--- src/hw/trs_io_pkg.sv ---
package trs_io_pkg;

  // one byte on the spi link
  typedef logic [7:0] byte_t;

  // number of parameter bytes behind an opcode, at most 3
  typedef logic [1:0] param_cnt_t;

  // host command opcodes, numbering kept from the board firmware
  typedef enum logic [7:0] {
    get_cookie       = 8'd0,
    get_version      = 8'd15,
    get_mode         = 8'd16,
    set_screen_color = 8'd17,
    set_led          = 8'd26,
    get_config       = 8'd27,
    set_spi_ctrl_reg = 8'd29,
    set_spi_data     = 8'd30,
    get_spi_data     = 8'd31,
    set_esp_status   = 8'd32,
    set_vprinter_en  = 8'd33
  } opcode_e;

  // command parser states
  typedef enum logic {
    idle,
    read_bytes
  } parse_state_e;

  // opcode plus up to three parameter bytes
  typedef struct packed {
    opcode_e opcode;
    byte_t   p0;
    byte_t   p1;
    byte_t   p2;
  } cmd_req_t;

  typedef struct packed {
    byte_t red;
    byte_t green;
    byte_t blue;
  } rgb_t;

  typedef struct packed {
    logic red;
    logic green;
    logic blue;
  } led_t;

  // config flash pins
  typedef struct packed {
    logic cs_n;
    logic sck;
    logic si;
  } flash_pins_t;

  localparam byte_t COOKIE = 8'haf;

  // major in [7:5], minor in [4:0]
  localparam logic [2:0] VERSION_MAJOR = 3'd0;
  localparam logic [4:0] VERSION_MINOR = 5'd3;
  localparam byte_t VERSION_BYTE = {VERSION_MAJOR, VERSION_MINOR};

  localparam logic [3:0] MODE_BASE = 4'b0011;

  localparam rgb_t SCREEN_COLOR_RESET = '{red: 8'hff, green: 8'hff, blue: 8'hff};

endpackage
--- src/hw/trs_io_top.sv ---
`timescale 1ns/1ps

module trs_io_top #(
  parameter int FLASH_DIV_LOG2 = 3
) (
  input  logic                    clk,
  input  logic                    cass_out_sel_n,
  input  logic                    spi_cs_n,
  input  logic                    spi_sck,
  input  logic                    spi_mosi,
  input  logic [3:0]              conf,
  input  logic                    flash_so,
  output logic                    spi_miso,
  output trs_io_pkg::led_t        led,
  output trs_io_pkg::byte_t       esp_status,
  output logic                    vprinter_en,
  output trs_io_pkg::rgb_t        screen_color,
  output trs_io_pkg::flash_pins_t flash,
  output logic                    cmd_error
);

  trs_io_pkg::byte_t    rx_byte;
  logic                 rx_valid;
  trs_io_pkg::byte_t    tx_byte;
  trs_io_pkg::cmd_req_t cmd;
  logic                 cmd_valid;
  logic                 flash_ctrl_wr;
  logic                 flash_data_wr;
  trs_io_pkg::byte_t    flash_wr_byte;
  trs_io_pkg::byte_t    flash_rd;

  // host link
  spi_byte_slave spi0 (
    .clk            (clk),
    .cass_out_sel_n (cass_out_sel_n),
    .spi_cs_n       (spi_cs_n),
    .spi_sck        (spi_sck),
    .spi_mosi       (spi_mosi),
    .spi_miso       (spi_miso),
    .tx_byte        (tx_byte),
    .rx_byte        (rx_byte),
    .rx_valid       (rx_valid)
  );

  cmd_parser parse0 (
    .clk            (clk),
    .cass_out_sel_n (cass_out_sel_n),
    .rx_byte        (rx_byte),
    .rx_valid       (rx_valid),
    .cmd            (cmd),
    .cmd_valid      (cmd_valid)
  );

  cmd_exec exec0 (
    .clk            (clk),
    .cass_out_sel_n (cass_out_sel_n),
    .cmd            (cmd),
    .cmd_valid      (cmd_valid),
    .conf           (conf),
    .flash_rd       (flash_rd),
    .tx_byte        (tx_byte),
    .led            (led),
    .esp_status     (esp_status),
    .vprinter_en    (vprinter_en),
    .screen_color   (screen_color),
    .flash_ctrl_wr  (flash_ctrl_wr),
    .flash_data_wr  (flash_data_wr),
    .flash_wr_byte  (flash_wr_byte),
    .cmd_error      (cmd_error)
  );

  // busy has no consumer on the board, the host paces itself
  flash_spi_master #(
    .FLASH_DIV_LOG2 (FLASH_DIV_LOG2)
  ) flash0 (
    .clk            (clk),
    .cass_out_sel_n (cass_out_sel_n),
    .ctrl_wr        (flash_ctrl_wr),
    .data_wr        (flash_data_wr),
    .wr_byte        (flash_wr_byte),
    .flash_so       (flash_so),
    .rd_byte        (flash_rd),
    .busy           (),
    .flash          (flash)
  );

endmodule

--- src/hw/flash_spi_master.sv ---
`timescale 1ns/1ps

module flash_spi_master #(
  parameter int FLASH_DIV_LOG2 = 3
) (
  input  logic                    clk,
  input  logic                    cass_out_sel_n,
  input  logic                    ctrl_wr,
  input  logic                    data_wr,
  input  trs_io_pkg::byte_t       wr_byte,
  input  logic                    flash_so,
  output trs_io_pkg::byte_t       rd_byte,
  output logic                    busy,
  output trs_io_pkg::flash_pins_t flash
);

  // run bit, 3 bit index, sck phase, divider
  localparam int CNT_W = FLASH_DIV_LOG2 + 5;

  logic [CNT_W-1:0]  cnt;
  logic              cs_en;
  logic              si_q;
  logic              half_start;
  trs_io_pkg::byte_t shift;

  assign half_start = (cnt[FLASH_DIV_LOG2-1:0] == '0);
  assign busy       = cnt[CNT_W-1];

  // control register, only bit 7 (chip select) is implemented
  always_ff @(posedge clk or negedge cass_out_sel_n) begin
    if (!cass_out_sel_n) begin
      cs_en <= 1'b0;
    end else if (ctrl_wr) begin
      cs_en <= wr_byte[7];
    end
  end

  always_ff @(posedge clk or negedge cass_out_sel_n) begin
    if (!cass_out_sel_n) begin
      cnt  <= '0;
      si_q <= 1'b0;
    end else if (busy) begin
      // wraps to zero after the eighth bit, clearing the run bit
      cnt <= cnt + CNT_W'(1);
      if (half_start && !cnt[FLASH_DIV_LOG2]) begin
        si_q <= shift[7];
      end
    end else if (data_wr) begin
      cnt <= {1'b1, {(CNT_W-1){1'b0}}};
    end
  end

  always_ff @(posedge clk) begin
    if (busy) begin
      // sample so at the start of the high half
      if (half_start && cnt[FLASH_DIV_LOG2]) begin
        shift <= {shift[6:0], flash_so};
      end
    end else if (data_wr) begin
      shift <= wr_byte;
    end
  end

  assign rd_byte = shift;
  assign flash   = '{cs_n: ~cs_en, sck: cnt[FLASH_DIV_LOG2], si: si_q};

  // host must wait out a transfer before writing the next byte
  a_no_write_while_busy : assert property (
    @(posedge clk) disable iff (!cass_out_sel_n) data_wr |-> !busy
  );

endmodule

--- src/hw/cmd_exec.sv ---
`timescale 1ns/1ps

module cmd_exec (
  input  logic                 clk,
  input  logic                 cass_out_sel_n,
  input  trs_io_pkg::cmd_req_t cmd,
  input  logic                 cmd_valid,
  input  logic [3:0]           conf,
  input  trs_io_pkg::byte_t    flash_rd,
  output trs_io_pkg::byte_t    tx_byte,
  output trs_io_pkg::led_t     led,
  output trs_io_pkg::byte_t    esp_status,
  output logic                 vprinter_en,
  output trs_io_pkg::rgb_t     screen_color,
  output logic                 flash_ctrl_wr,
  output logic                 flash_data_wr,
  output trs_io_pkg::byte_t    flash_wr_byte,
  output logic                 cmd_error
);

  logic [3:0] mode_bits;

  // dip 4 off adds bit 3 to the mode
  assign mode_bits = trs_io_pkg::MODE_BASE | {~conf[3], 3'b000};

  always_ff @(posedge clk or negedge cass_out_sel_n) begin
    if (!cass_out_sel_n) begin
      tx_byte       <= '0;
      led           <= '0;
      esp_status    <= '0;
      vprinter_en   <= 1'b1;
      screen_color  <= trs_io_pkg::SCREEN_COLOR_RESET;
      flash_ctrl_wr <= 1'b0;
      flash_data_wr <= 1'b0;
      cmd_error     <= 1'b0;
    end else begin
      flash_ctrl_wr <= 1'b0;
      flash_data_wr <= 1'b0;
      if (cmd_valid) begin
        case (cmd.opcode)
          // board registers
          trs_io_pkg::set_led: begin
            led <= '{red: cmd.p0[0], green: cmd.p0[1], blue: cmd.p0[2]};
          end
          trs_io_pkg::set_esp_status:   esp_status <= cmd.p0;
          trs_io_pkg::set_vprinter_en:  vprinter_en <= cmd.p0[0];
          trs_io_pkg::set_screen_color: begin
            screen_color <= '{red: cmd.p0, green: cmd.p1, blue: cmd.p2};
          end
          // flash master strobes
          trs_io_pkg::set_spi_ctrl_reg: flash_ctrl_wr <= 1'b1;
          trs_io_pkg::set_spi_data:     flash_data_wr <= 1'b1;
          // responses, read out in the next transfer
          trs_io_pkg::get_cookie:   tx_byte <= trs_io_pkg::COOKIE;
          trs_io_pkg::get_version:  tx_byte <= trs_io_pkg::VERSION_BYTE;
          trs_io_pkg::get_config:   tx_byte <= {4'b0000, ~conf};
          trs_io_pkg::get_mode:     tx_byte <= {4'b0000, mode_bits};
          trs_io_pkg::get_spi_data: tx_byte <= flash_rd;
          // unknown opcode, flag stays set until reset
          default:                  cmd_error <= 1'b1;
        endcase
      end
    end
  end

  // data for either flash strobe
  always_ff @(posedge clk) begin
    if (cmd_valid) begin
      flash_wr_byte <= cmd.p0;
    end
  end

endmodule

--- src/hw/cmd_parser.sv ---
`timescale 1ns/1ps

module cmd_parser (
  input  logic                 clk,
  input  logic                 cass_out_sel_n,
  input  trs_io_pkg::byte_t    rx_byte,
  input  logic                 rx_valid,
  output trs_io_pkg::cmd_req_t cmd,
  output logic                 cmd_valid
);

  trs_io_pkg::parse_state_e state;
  trs_io_pkg::param_cnt_t   bytes_left;
  trs_io_pkg::param_cnt_t   param_idx;
  trs_io_pkg::param_cnt_t   op_params;

  // parameter bytes that follow each opcode
  function automatic trs_io_pkg::param_cnt_t param_count(trs_io_pkg::byte_t op);
    trs_io_pkg::param_cnt_t n;
    case (trs_io_pkg::opcode_e'(op))
      trs_io_pkg::set_screen_color: n = 2'd3;
      trs_io_pkg::set_led,
      trs_io_pkg::set_spi_ctrl_reg,
      trs_io_pkg::set_spi_data,
      trs_io_pkg::set_esp_status,
      trs_io_pkg::set_vprinter_en:  n = 2'd1;
      // get_ opcodes and anything unknown
      default:                      n = 2'd0;
    endcase
    return n;
  endfunction

  assign op_params = param_count(rx_byte);

  always_ff @(posedge clk or negedge cass_out_sel_n) begin
    if (!cass_out_sel_n) begin
      state      <= trs_io_pkg::idle;
      bytes_left <= 2'd0;
      param_idx  <= 2'd0;
      cmd_valid  <= 1'b0;
    end else begin
      cmd_valid <= 1'b0;
      if (rx_valid) begin
        case (state)
          trs_io_pkg::idle: begin
            param_idx <= 2'd0;
            if (op_params == 2'd0) begin
              cmd_valid <= 1'b1;
            end else begin
              bytes_left <= op_params;
              state      <= trs_io_pkg::read_bytes;
            end
          end
          trs_io_pkg::read_bytes: begin
            if (bytes_left == 2'd1) begin
              cmd_valid <= 1'b1;
              state     <= trs_io_pkg::idle;
            end else begin
              bytes_left <= bytes_left - 2'd1;
              param_idx  <= param_idx + 2'd1;
            end
          end
          default: state <= trs_io_pkg::idle;
        endcase
      end
    end
  end

  // command record, opcode latched in idle and params in arrival order
  always_ff @(posedge clk) begin
    if (rx_valid) begin
      if (state == trs_io_pkg::idle) begin
        cmd.opcode <= trs_io_pkg::opcode_e'(rx_byte);
      end else begin
        case (param_idx)
          2'd0:    cmd.p0 <= rx_byte;
          2'd1:    cmd.p1 <= rx_byte;
          default: cmd.p2 <= rx_byte;
        endcase
      end
    end
  end

  // longest command carries three params, so the index stops at 2
  a_param_idx_range : assert property (
    @(posedge clk) disable iff (!cass_out_sel_n)
      (state == trs_io_pkg::read_bytes) |-> (param_idx <= 2'd2)
  );

endmodule

--- src/hw/spi_byte_slave.sv ---
`timescale 1ns/1ps

module spi_byte_slave (
  input  logic               clk,
  input  logic               cass_out_sel_n,
  input  logic               spi_cs_n,
  input  logic               spi_sck,
  input  logic               spi_mosi,
  output logic               spi_miso,
  input  trs_io_pkg::byte_t  tx_byte,
  output trs_io_pkg::byte_t  rx_byte,
  output logic               rx_valid
);

  logic [2:0]        sck_sync;
  logic [2:0]        cs_sync;
  logic [1:0]        mosi_sync;
  logic              sck_rise;
  logic              sck_fall;
  logic              cs_active;
  logic              cs_start;
  logic [2:0]        bit_cnt;
  trs_io_pkg::byte_t tx_shift;

  // synchronizers, idle levels on reset
  always_ff @(posedge clk or negedge cass_out_sel_n) begin
    if (!cass_out_sel_n) begin
      sck_sync  <= 3'b000;
      cs_sync   <= 3'b111;
      mosi_sync <= 2'b00;
    end else begin
      sck_sync  <= {sck_sync[1:0], spi_sck};
      cs_sync   <= {cs_sync[1:0], spi_cs_n};
      mosi_sync <= {mosi_sync[0], spi_mosi};
    end
  end

  assign sck_rise  = (sck_sync[2:1] == 2'b01);
  assign sck_fall  = (sck_sync[2:1] == 2'b10);
  assign cs_active = ~cs_sync[1];
  // falling edge of cs_n marks a new transfer
  assign cs_start  = (cs_sync[2:1] == 2'b10);

  always_ff @(posedge clk or negedge cass_out_sel_n) begin
    if (!cass_out_sel_n) begin
      bit_cnt  <= 3'd0;
      rx_valid <= 1'b0;
      tx_shift <= '0;
    end else begin
      rx_valid <= 1'b0;
      if (cs_start) begin
        // any partial byte is dropped here
        bit_cnt <= 3'd0;
      end else if (cs_active) begin
        if (sck_rise) begin
          bit_cnt <= bit_cnt + 3'd1;
          if (bit_cnt == 3'd7) begin
            rx_valid <= 1'b1;
          end
        end
        if (sck_fall) begin
          // first falling edge of a byte picks up the new response
          if (bit_cnt == 3'd1) begin
            tx_shift <= tx_byte;
          end else begin
            tx_shift <= {tx_shift[6:0], 1'b0};
          end
        end
      end
    end
  end

  // receive shifter, msb first
  always_ff @(posedge clk) begin
    if (cs_active && sck_rise) begin
      rx_byte <= {rx_byte[6:0], mosi_sync[1]};
    end
  end

  assign spi_miso = cs_active ? tx_shift[7] : 1'b0;

  // a byte needs eight sck edges, so strobes can never be adjacent
  a_rx_valid_single : assert property (
    @(posedge clk) disable iff (!cass_out_sel_n) rx_valid |=> !rx_valid
  );

endmodule

--- config.mk ---
export PLATFORM = sky130hd
export DESIGN_NAME = trs_io_top
export DESIGN_NICKNAME = d
export VERILOG_FILES = /design/src/hw/trs_io_pkg.sv /design/src/hw/trs_io_top.sv /design/src/hw/flash_spi_master.sv /design/src/hw/cmd_exec.sv /design/src/hw/cmd_parser.sv /design/src/hw/spi_byte_slave.sv
export SDC_FILE = /design/constraint.sdc
export NUM_CORES = 1
export LEC_CHECK = 0
export BUFFER_PORTS_ARGS = -buffer_cell sky130_fd_sc_hd__buf_2
export CAP_MARGIN = 20
export CORE_UTILIZATION = 55
export CTS_BUF_LIST = sky130_fd_sc_hd__clkbuf_8
export DETAILED_ROUTE_END_ITERATION = 7
export PLACE_DENSITY = 0.83
export REMOVE_ABC_BUFFERS = 1
export SYNTH_ARGS = -nofsm -noshare
export SYNTH_HDL_FRONTEND = slang
export SYNTH_HIERARCHICAL = 1
export SYNTH_SLANG_ARGS = --single-unit
export TNS_END_PERCENT = 30
--- constraint.sdc ---
create_clock -name clk -period 1.8 [get_ports clk]
set_input_delay 0 -clock clk [delete_from_list [all_inputs] [get_ports clk]]
set_output_delay 0 -clock clk [all_outputs]
set_load 0.03 [all_outputs]
==> results.json, run 1 <==
{
  "status": "completed",
  "synth_top_cell_by_area": "sky130_fd_sc_hd__edfxtp_1",
  "die_h_um": 103,
  "crit_start": "parse0/cmd[29]$_DFFE_PP_",
  "insertedDiodeCount": 0,
  "yosysWarningCount": 6,
  "fin_ws_ns": 0.0369,
  "core-area_sq_um": 9860,
  "worst-r2r-setup-slack_ns": 0.04,
  "grt_remaining_overflow": 0,
  "syn-mean-instance-area_sq_um": 14.5,
  "synth_commonest_cells": "sky130_fd_sc_hd__edfxtp_1, sky130_fd_sc_hd__dfrtp_1, sky130_fd_sc_hd__mux2_2",
  "post-dp-hpwl_um": 6880,
  "setup.worst_path.start_class": "flop",
  "io-pin-count": 51,
  "post-route-cell-area_sq_um": 6630,
  "post-route-period-util_pct": 97.9,
  "total_setup_violations_reported_at_the_end_of_the_flow": 0,
  "ant_nets": 0,
  "die_width_um": 103,
  "crit_path_max_fanout": 7,
  "rows": 36,
  "wire_per_inst_um": 16.5,
  "setup_skew_after_layout_ns": 0.0149,
  "grt_pass1_vias": 3406,
  "setup.worst_path.end": "exec0/tx_byte[7]$_DFFE_PN0P_",
  "worstPathArrival_ns": 2.11,
  "h_tree_lvl_count": 4,
  "postSynth.asyncResetShare_pct": 59.7,
  "ys_dominant_reg_cell": "sky130_fd_sc_hd__edfxtp_1",
  "total_leakage_power_nw": 2.82,
  "regToRegEndpoint": "exec0/tx_byte[7]$_DFFE_PN0P_",
  "achievable-frequency_mhz": 567,
  "postSynthCellCount": 391,
  "synth_enable_flop_cells": 56,
  "post_route_cells_drive_above_1_share_pct": 38.7,
  "post_dp_cell_area_sq_um": 6130,
  "port_buffers": 50,
  "min_period_ns": 1.76,
  "r2r_cells": 4,
  "post-synth-top-area-fraction_pct": 29.7,
  "synth.area.top_cells": "sky130_fd_sc_hd__edfxtp_1, sky130_fd_sc_hd__dfrtp_1, sky130_fd_sc_hd__dfstp_2, sky130_fd_sc_hd__mux2_2, sky130_fd_sc_hd__mux2_1",
  "track_usage_pct": 21.3,
  "synth_cell_type_count": 59,
  "ys_seq_elements": 139,
  "place_congestion": 0.884,
  "setup.worst_path.class": "reg -> reg",
  "synth_area_sq_um": 5660,
  "grt_pass1_wl_um": 16600,
  "setup.worst_path.end_class": "flop",
  "worstReg2RegStart": "parse0/cmd[29]$_DFFE_PP_",
  "drt_first_pass_iters": 4,
  "finish.net_count": 491,
  "grt_start_max_net_pins": 49,
  "pwr_cell_area_nw_per_um2": 933,
  "worstMarginPinSlew_ns": 0.538,
  "placedCellCount": 577,
  "cts.clk_slew.worst_paths_ns": 0.08,
  "synthToLayoutAreaGrowth_pct": 17.2,
  "synth_seq_area_share_pct": 67.0,
  "min_path_type": "in -> async",
  "grt_antenna_before_repair": 0,
  "cts_buffers": 17,
  "starting_utilization_of_the_core_area_pct": 57.4,
  "dr_total_vias": 3358,
  "hold_violations": 0,
  "max_slew_margin_pct": 63.6,
  "cell_at_the_root_of_the_clock_tree": "sky130_fd_sc_hd__clkbuf_8",
  "clock_latency_ns": 0.43,
  "vdd_drop_max_mv": 0.628,
  "final_cells": 619,
  "setup_total_negative_slack_ns": 0,
  "finalWirelength_um": 10200,
  "most_common_cell_in_the_netlist": "sky130_fd_sc_hd__edfxtp_1",
  "die_footprint_sq_um": 10700,
  "cts_tree": "done",
  "max-cap-violations": 0,
  "drt_first_iter_violations": 139,
  "vias_per_cell": 5.42,
  "drc": 0,
  "placement.setup.worst_slack_ns": 0.0762,
  "drv_slew": 0,
  "cts.sink_count": 139,
  "cts_buffer_depth": 2,
  "worst_ep_required_time_ns": 2.14
}
worst min path at each step:
stage | to | slack (ns) | cells past startpoint
floorplan | exec0/cmd_error$_DFFE_PN0P_ | -0.30 | 0
global placement | spi0/tx_shift[7]$_DFFE_PN0P_ | -0.01 | 1
detailed placement | spi0/tx_shift[7]$_DFFE_PN0P_ | -0.006 | 1
CTS | spi0/tx_shift[7]$_DFFE_PN0P_ | 0.08 | 2
global route | spi0/rx_valid$_DFF_PN0_ | 0.09 | 2
finish | spi0/tx_shift[7]$_DFFE_PN0P_ | 0.08 | 2
worst max-delay path: stages (launching register included):
cell,delay [ns]
sky130_fd_sc_hd__edfxtp_1,0.49
sky130_fd_sc_hd__nor4b_1,0.56
sky130_fd_sc_hd__nor3b_2,0.36
sky130_fd_sc_hd__nand2_1,0.10
sky130_fd_sc_hd__a31oi_2,0.18
routing by layer:
layer	up-vias	GRT usage [%]	share of wire, %
met1	1698	26.1	43
met5	-	0	0
met2	65	35.6	52
li1	1589	-	-
met3	6	6.45	4.3
met4	0	8.23	0.83
cell families (layout without fill, tap and decap cells):
family	count (synthesis)	in the layout	share of synthesized area, %
flops	139	139	67.1
simple gates	98	98	10.4
mux	55	55	10.7
compound gates	54	54	6.66
buf+inv	35	130	3.12
fa+ha+maj	8	8	1.77
xor+xnor	2	2	0.310
state kept, by name, indices dropped and copies added, names as in the netlist, 8 cells and up:
register	cells
exec0/tx_byte	8
flash0/cnt	8
exec0/screen_color	24
parse0/cmd	32
spi0/tx_shift	8
flash0/rd_byte	8
spi0/rx_byte	8
exec0/flash_wr_byte	8
exec0/esp_status	8
power by group:
group	internal, mW	switching (mW)
logic	0.110	0.131
clock network	1.37	1.17
registers	3.36	0.0449
total	4.84	1.34
metrics by stage:
step | util (%) | hold WS [ns] | power [mW]
2_1_floorplan | - | -0.296 | 3.60
3_3_place_gp | 62.1 | -0.0109 | 3.69
3_5_place_dp | 62.1 | -0.00560 | 3.70
4_1_cts | 67.1 | 0.0757 | 6.26
5_1_grt | 67.2 | 0.0904 | 6.42
6_report | 67.2 | 0.0814 | 6.19
placed cells by master (no fill, tap or decap), types with 10 or more instances in the layout:
| master | synthesis | final |
|---|---|---|
| sky130_fd_sc_hd__edfxtp_1 | 56 | 56 |
| sky130_fd_sc_hd__dfrtp_1 | 55 | 55 |
| sky130_fd_sc_hd__nor2_1 | 22 | 22 |
| sky130_fd_sc_hd__clkbuf_8 | 0 | 17 |
| sky130_fd_sc_hd__mux2_2 | 36 | 36 |
| sky130_fd_sc_hd__buf_2 | 8 | 49 |
| sky130_fd_sc_hd__inv_1 | 19 | 19 |
| sky130_fd_sc_hd__a21oi_1 | 12 | 12 |
| sky130_fd_sc_hd__nand2_1 | 17 | 17 |
| sky130_fd_sc_hd__buf_4 | 3 | 21 |
| sky130_fd_sc_hd__dfstp_2 | 28 | 28 |
| sky130_fd_sc_hd__mux2i_1 | 10 | 10 |
layout make-up:
type | instances | area [sq um]
sequential | 139 | 3790
clock inverter | 15 | 171
inverter | 19 | 71.3
fill | 686 | 3230
tap | 133 | 166
clock buffer | 17 | 234
multi-input combinational | 217 | 1690
timing repair buffer | 79 | 503
what timing repair did:
action                                 4_1_cts  5_1_grt
gates resized for setup                      1        0
buffers inserted                             0        2
endpoints found under the hold margin       77        0
pin swaps                                    0        0
setup endpoints to repair                    1        8
hold buffers                                 8        0
Note: power is estimated with default switching activity, not from simulation.
==> inputs of run 2 (changes only) <==
--- a/config.mk
+++ b/config.mk
@@ -10,6 +10,7 @@
 export CORE_UTILIZATION = 55
 export CTS_BUF_LIST = sky130_fd_sc_hd__clkbuf_8
 export DETAILED_ROUTE_END_ITERATION = 7
+export HOLD_SLACK_MARGIN = 0.12
 export PLACE_DENSITY = 0.83
 export REMOVE_ABC_BUFFERS = 1
 export SYNTH_ARGS = -nofsm -noshare
==> results.json, run 2 (synthesis gave the netlist of run 1 again) <==
{
  "status": "completed",
  "core-area_sq_um": 9860,
  "max_slew_margin_pct": 63.3,
  "min_period_ns": 1.77,
  "drc": 0,
  "post-route-cell-area_sq_um": 6650,
  "grt_antenna_before_repair": 0,
  "die_width_um": 103,
  "hold_start": "spi_mosi",
  "max_stage_delay_ns": 0.56,
  "dr_total_vias": 3353,
  "min_path_type": "in -> reg",
  "final_cell_mix": "sky130_fd_sc_hd__edfxtp_1, sky130_fd_sc_hd__dfrtp_1, sky130_fd_sc_hd__buf_2",
  "grt_pass1_vias": 3433,
  "path_buf_inv": 0,
  "cts_tree": "done",
  "io-pin-count": 51,
  "final_common_cell": "sky130_fd_sc_hd__edfxtp_1",
  "final_cells": 621,
  "h_tree_lvl_count": 4,
  "setup.worst_path.end_class": "flop",
  "drt_first_iter_violations": 133,
  "post-dp-hpwl_um": 6880,
  "synthToLayoutAreaGrowth_pct": 17.6,
  "starting_utilization_of_the_core_area_pct": 57.4,
  "worstMarginPinSlew_ns": 0.543,
  "grt_start_max_net_pins": 49,
  "slowest_cell_on_crit_path": "sky130_fd_sc_hd__nor4b_1",
  "place_congestion": 0.884,
  "clock_latency_ns": 0.43,
  "insertedDiodeCount": 0,
  "total_setup_violations_reported_at_the_end_of_the_flow": 0,
  "track_usage_pct": 21.6,
  "die_h_um": 103,
  "rows": 36,
  "vdd_drop_max_mv": 0.628,
  "worstPathArrival_ns": 2.11,
  "placement.setup.worst_slack_ns": 0.0762,
  "setup.worst_path.start_class": "flop",
  "port_buffers": 50,
  "worstReg2RegStart": "parse0/cmd[29]$_DFFE_PP_",
  "post_dp_cell_area_sq_um": 6130,
  "largest_registers": "parse0/cmd: 32 flops, exec0/screen_color: 24 flops",
  "achievable-frequency_mhz": 565,
  "wire_per_inst_um": 16.5,
  "crit_path_max_fanout": 7,
  "total_leakage_power_nw": 2.83,
  "fin_worst_hold_slack_ns": 0.211,
  "die_footprint_sq_um": 10700,
  "largest_reg_flops": 32,
  "fill_cells": 686,
  "largest_register": "parse0/cmd",
  "vias_per_cell": 5.40,
  "fin_ws_ns": 0.0316,
  "path_cells": "nor4b_1, nor3b_2, nand2_1, a31oi_2",
  "power_mw": 6.18,
  "pwr_cell_area_nw_per_um2": 930,
  "ant_nets": 0,
  "cts_buffer_depth": 2,
  "finalWirelength_um": 10200,
  "grt_pass1_wl_um": 16800,
  "post-route-period-util_pct": 98.2,
  "hold_violations": 0,
  "finish.net_count": 493,
  "max-cap-violations": 0,
  "post_route_cells_drive_above_1_share_pct": 38.5,
  "crit_start": "parse0/cmd[29]$_DFFE_PP_",
  "worst_path_dominant_cell_family": "simple AND/OR/NAND/NOR gates",
  "setup.worst_path.class": "reg -> reg",
  "cts.sink_count": 139,
  "grt_remaining_overflow": 0,
  "setup_skew_after_layout_ns": 0.0150,
  "cell_at_the_root_of_the_clock_tree": "sky130_fd_sc_hd__clkbuf_8",
  "worst_ep_required_time_ns": 2.14,
  "cts_buffers": 17,
  "drv_slew": 0,
  "cts.clk_slew.worst_paths_ns": 0.08,
  "drt_first_pass_iters": 4,
  "placedCellCount": 577
}
==> run 2: cell count changes in the layout (fill, tap and decap cells not counted), sizes merged <==
cell         before  now
dlygate4sd3       8   10
==> run 2: worst paths after layout <==
kind                                                           end  slack [ns]  cells after the start
worst max-delay path                  exec0/tx_byte[7]$_DFFE_PN0P_        0.03                      4
worst max register to register        exec0/tx_byte[7]$_DFFE_PN0P_        0.03                      4
worst min-delay path                   spi0/mosi_sync[0]$_DFF_PN0_        0.21                      2
min in group asynchronous             spi0/tx_shift[7]$_DFFE_PN0P_        0.63                      3
max in group asynchronous       exec0/screen_color[11]$_DFFE_PN1P_        0.50                      4
worst min register to register         spi0/mosi_sync[1]$_DFF_PN0_        0.35                      0
==> run 2: through the flow <==
| stage | TNS [ns] | util (%) |
|---|---|---|
| after global routing | -0.0220 | 67.4 |
| after floorplan | -1.33 | - |
| after CTS | 0 | 67.3 |
| after global placement | 0 | 62.1 |
| after detailed placement | 0 | 62.1 |
| final | 0 | 67.4 |
==> run 2: what timing repair did <==
item,CTS,global route
buffers inserted,0,2
gates resized for setup,1,0
hold buffers,10,1
endpoints found under the setup margin,1,28
endpoints found under the hold margin,78,16
==> run 2: report_power, final <==
group	total [mW]	leakage [nW]	switching, mW	internal (mW)
registers	3.41	1.51	0.0447	3.36
logic	0.245	1.11	0.132	0.113
clock network	2.53	0.207	1.16	1.37
==> run 2: worst register-to-register path: cells and delay by family, from the launching register on <==
kind	cells	cell delay, ns
simple gates	3	1.02
flops	1	0.49
compound gates	1	0.18
==> run 2: cell type report <==
cell class                      count  area [sq um]  area share, %
Clock buffer                       17           234           3.52
Clock inverter                     15           171           2.58
Inverter                           19          71.3           1.07
Multi-Input combinational cell    217          1690           25.4
Sequential cell                   139          3790           57.0
Tap cell                          133           166           2.50
Timing Repair Buffer               81           523           7.86
==> run 2: layer usage <==
layer  global-route usage (%)  share of wire [%]
met3                     6.59                4.3
met5                        0                  0
met1                     26.7                 43
met2                     35.9                 52
met4                     8.23               0.83
==> inputs of run 3 (changes only) <==
--- a/config.mk
+++ b/config.mk
@@ -13,6 +13,7 @@
 export HOLD_SLACK_MARGIN = 0.12
 export PLACE_DENSITY = 0.83
 export REMOVE_ABC_BUFFERS = 1
+export SETUP_SLACK_MARGIN = 0.4
 export SYNTH_ARGS = -nofsm -noshare
 export SYNTH_HDL_FRONTEND = slang
 export SYNTH_HIERARCHICAL = 1
==> results.json, run 3 (synthesis gave the netlist of run 1 again) <==
{
  "path_buf_inv": 1,
  "cts_buffers": 17,
  "worstMarginPinSlew_ns": 0.476,
  "post_dp_cell_area_sq_um": 6130,
  "fin_util_pct": 69.6,
  "pwr_cell_area_nw_per_um2": 904,
  "setup.worst_path.class": "reg -> reg",
  "setup.worst_path.start_class": "flop",
  "post_route_cells_drive_above_1_share_pct": 42.1,
  "cell_at_the_root_of_the_clock_tree": "sky130_fd_sc_hd__clkbuf_8",
  "placedCellCount": 577,
  "power_mw": 6.21,
  "fin_worst_hold_slack_ns": 0.202,
  "starting_utilization_of_the_core_area_pct": 57.4,
  "total_setup_violations_reported_at_the_end_of_the_flow": 0,
  "track_usage_pct": 22.8,
  "grt_remaining_overflow": 0,
  "place_congestion": 0.884,
  "final_cell_mix": "sky130_fd_sc_hd__edfxtp_1, sky130_fd_sc_hd__dfrtp_1, sky130_fd_sc_hd__buf_2",
  "post-route-cell-area_sq_um": 6870,
  "min_path_type": "in -> reg",
  "drc": 0,
  "port_buffers": 50,
  "slowest_cell_on_crit_path": "sky130_fd_sc_hd__or4_4",
  "vdd_drop_max_mv": 0.627,
  "worst_ep_required_time_ns": 2.15,
  "fill_cells": 659,
  "grt_antenna_before_repair": 0,
  "largest_reg_flops": 32,
  "status": "completed",
  "largest_register": "parse0/cmd",
  "die_h_um": 103,
  "drv_slew": 0,
  "path_cells": "or4_4, a31oi_4, buf_12, nor2_1, a31oi_1",
  "rows": 36,
  "cts.sink_count": 139,
  "drt_first_pass_iters": 4,
  "synthToLayoutAreaGrowth_pct": 21.4,
  "drt_first_iter_violations": 142,
  "setup_total_negative_slack_ns": 0,
  "finish.net_count": 506,
  "io-pin-count": 51,
  "grt_pass1_wl_um": 17700,
  "cts_tree": "done",
  "grt_pass1_vias": 3596,
  "achievable-frequency_mhz": 608,
  "core-area_sq_um": 9860,
  "final_common_cell": "sky130_fd_sc_hd__edfxtp_1",
  "ff_latch_area_sq_um": 3790,
  "cts.clk_slew.worst_paths_ns": 0.08,
  "insertedDiodeCount": 0,
  "wire_per_inst_um": 17.4,
  "min_period_ns": 1.65,
  "largest_registers": "parse0/cmd: 32 flops, exec0/screen_color: 24 flops",
  "crit_path_max_fanout": 13,
  "dr_total_vias": 3476,
  "post-dp-hpwl_um": 6880,
  "vias_per_cell": 5.48,
  "max_stage_delay_ns": 0.59,
  "clock_latency_ns": 0.43,
  "final_cells": 634,
  "max_slew_margin_pct": 68.2,
  "hold_violations": 0,
  "setup.worst_path.end_class": "flop",
  "grt_start_max_net_pins": 49,
  "die_footprint_sq_um": 10700,
  "h_tree_lvl_count": 4,
  "multi_input_comb_area_sq_um": 1790,
  "finalWirelength_um": 11000,
  "worstPathArrival_ns": 1.99,
  "setup_skew_after_layout_ns": 0.00887,
  "cts_buffer_depth": 2,
  "placement.setup.worst_slack_ns": 0.0762,
  "max-cap-violations": 0,
  "ant_nets": 0,
  "total_leakage_power_nw": 2.94,
  "post-route-period-util_pct": 91.4,
  "die_width_um": 103,
  "worst_path_dominant_cell_family": "simple AND/OR/NAND/NOR gates",
  "rsz0062_at_grt": "true",
  "fin_ws_ns": 0.154
}
[run 3: changes by cell type in the layout (fill, tap and decap cells not counted), sizes merged]
cell  delta
buf     +13
[run 3: timing repair]
action                                  4_1_cts  5_1_grt
resized for setup                            12       10
setup buffers                                 8        7
hold buffers                                 10        0
endpoints found under the setup margin       80      120
pin swaps                                     5        7
endpoints found under the hold margin        78        0
[run 3: worst reg2reg max path, delay by kind of cell (launching register included)]
kind | cells | cell delay, ns
simple gates | 2 | 0.63
flops | 1 | 0.44
compound gates | 2 | 0.34
buf+inv | 1 | 0.15
[run 3: cell type report]
cell class	instances	share of cell area, %
timing repair buffer	94	9.40
sequential	139	55.2
clock inverter	15	2.50
clock buffer	17	3.41
tap	133	2.42
inverter	19	1.04
multi-input combinational	217	26.0
[run 3: report_power, final]
group          internal, mW  switching [mW]
logic                 0.116           0.138
registers              3.36          0.0444
clock network          1.37            1.18
[run 3: final timing paths]
| kind | start | endpoint | slack (ns) | cells past startpoint |
|---|---|---|---|---|
| setup / recovery | parse0/cmd[25]$_DFFE_PP_ | exec0/tx_byte[2]$_DFFE_PN0P_ | 0.15 | 5 |
| hold / removal | spi_mosi | spi0/mosi_sync[0]$_DFF_PN0_ | 0.20 | 2 |
| setup reg to reg | parse0/cmd[25]$_DFFE_PP_ | exec0/tx_byte[2]$_DFFE_PN0P_ | 0.15 | 5 |
| hold reg to reg | spi0/mosi_sync[0]$_DFF_PN0_ | spi0/mosi_sync[1]$_DFF_PN0_ | 0.35 | 0 |
| max in group asynchronous | cass_out_sel_n | exec0/screen_color[1]$_DFFE_PN1P_ | 0.50 | 4 |
| min in group asynchronous | cass_out_sel_n | spi0/tx_shift[7]$_DFFE_PN0P_ | 0.62 | 3 |
[run 3: metal layers]
| layer | part of all wire [%] | global-route usage (%) |
|---|---|---|
| met5 | 0 | 0 |
| met4 | 1.6 | 8.78 |
| met3 | 3.7 | 7.19 |
| met2 | 53 | 39.0 |
| met1 | 42 | 27.0 |
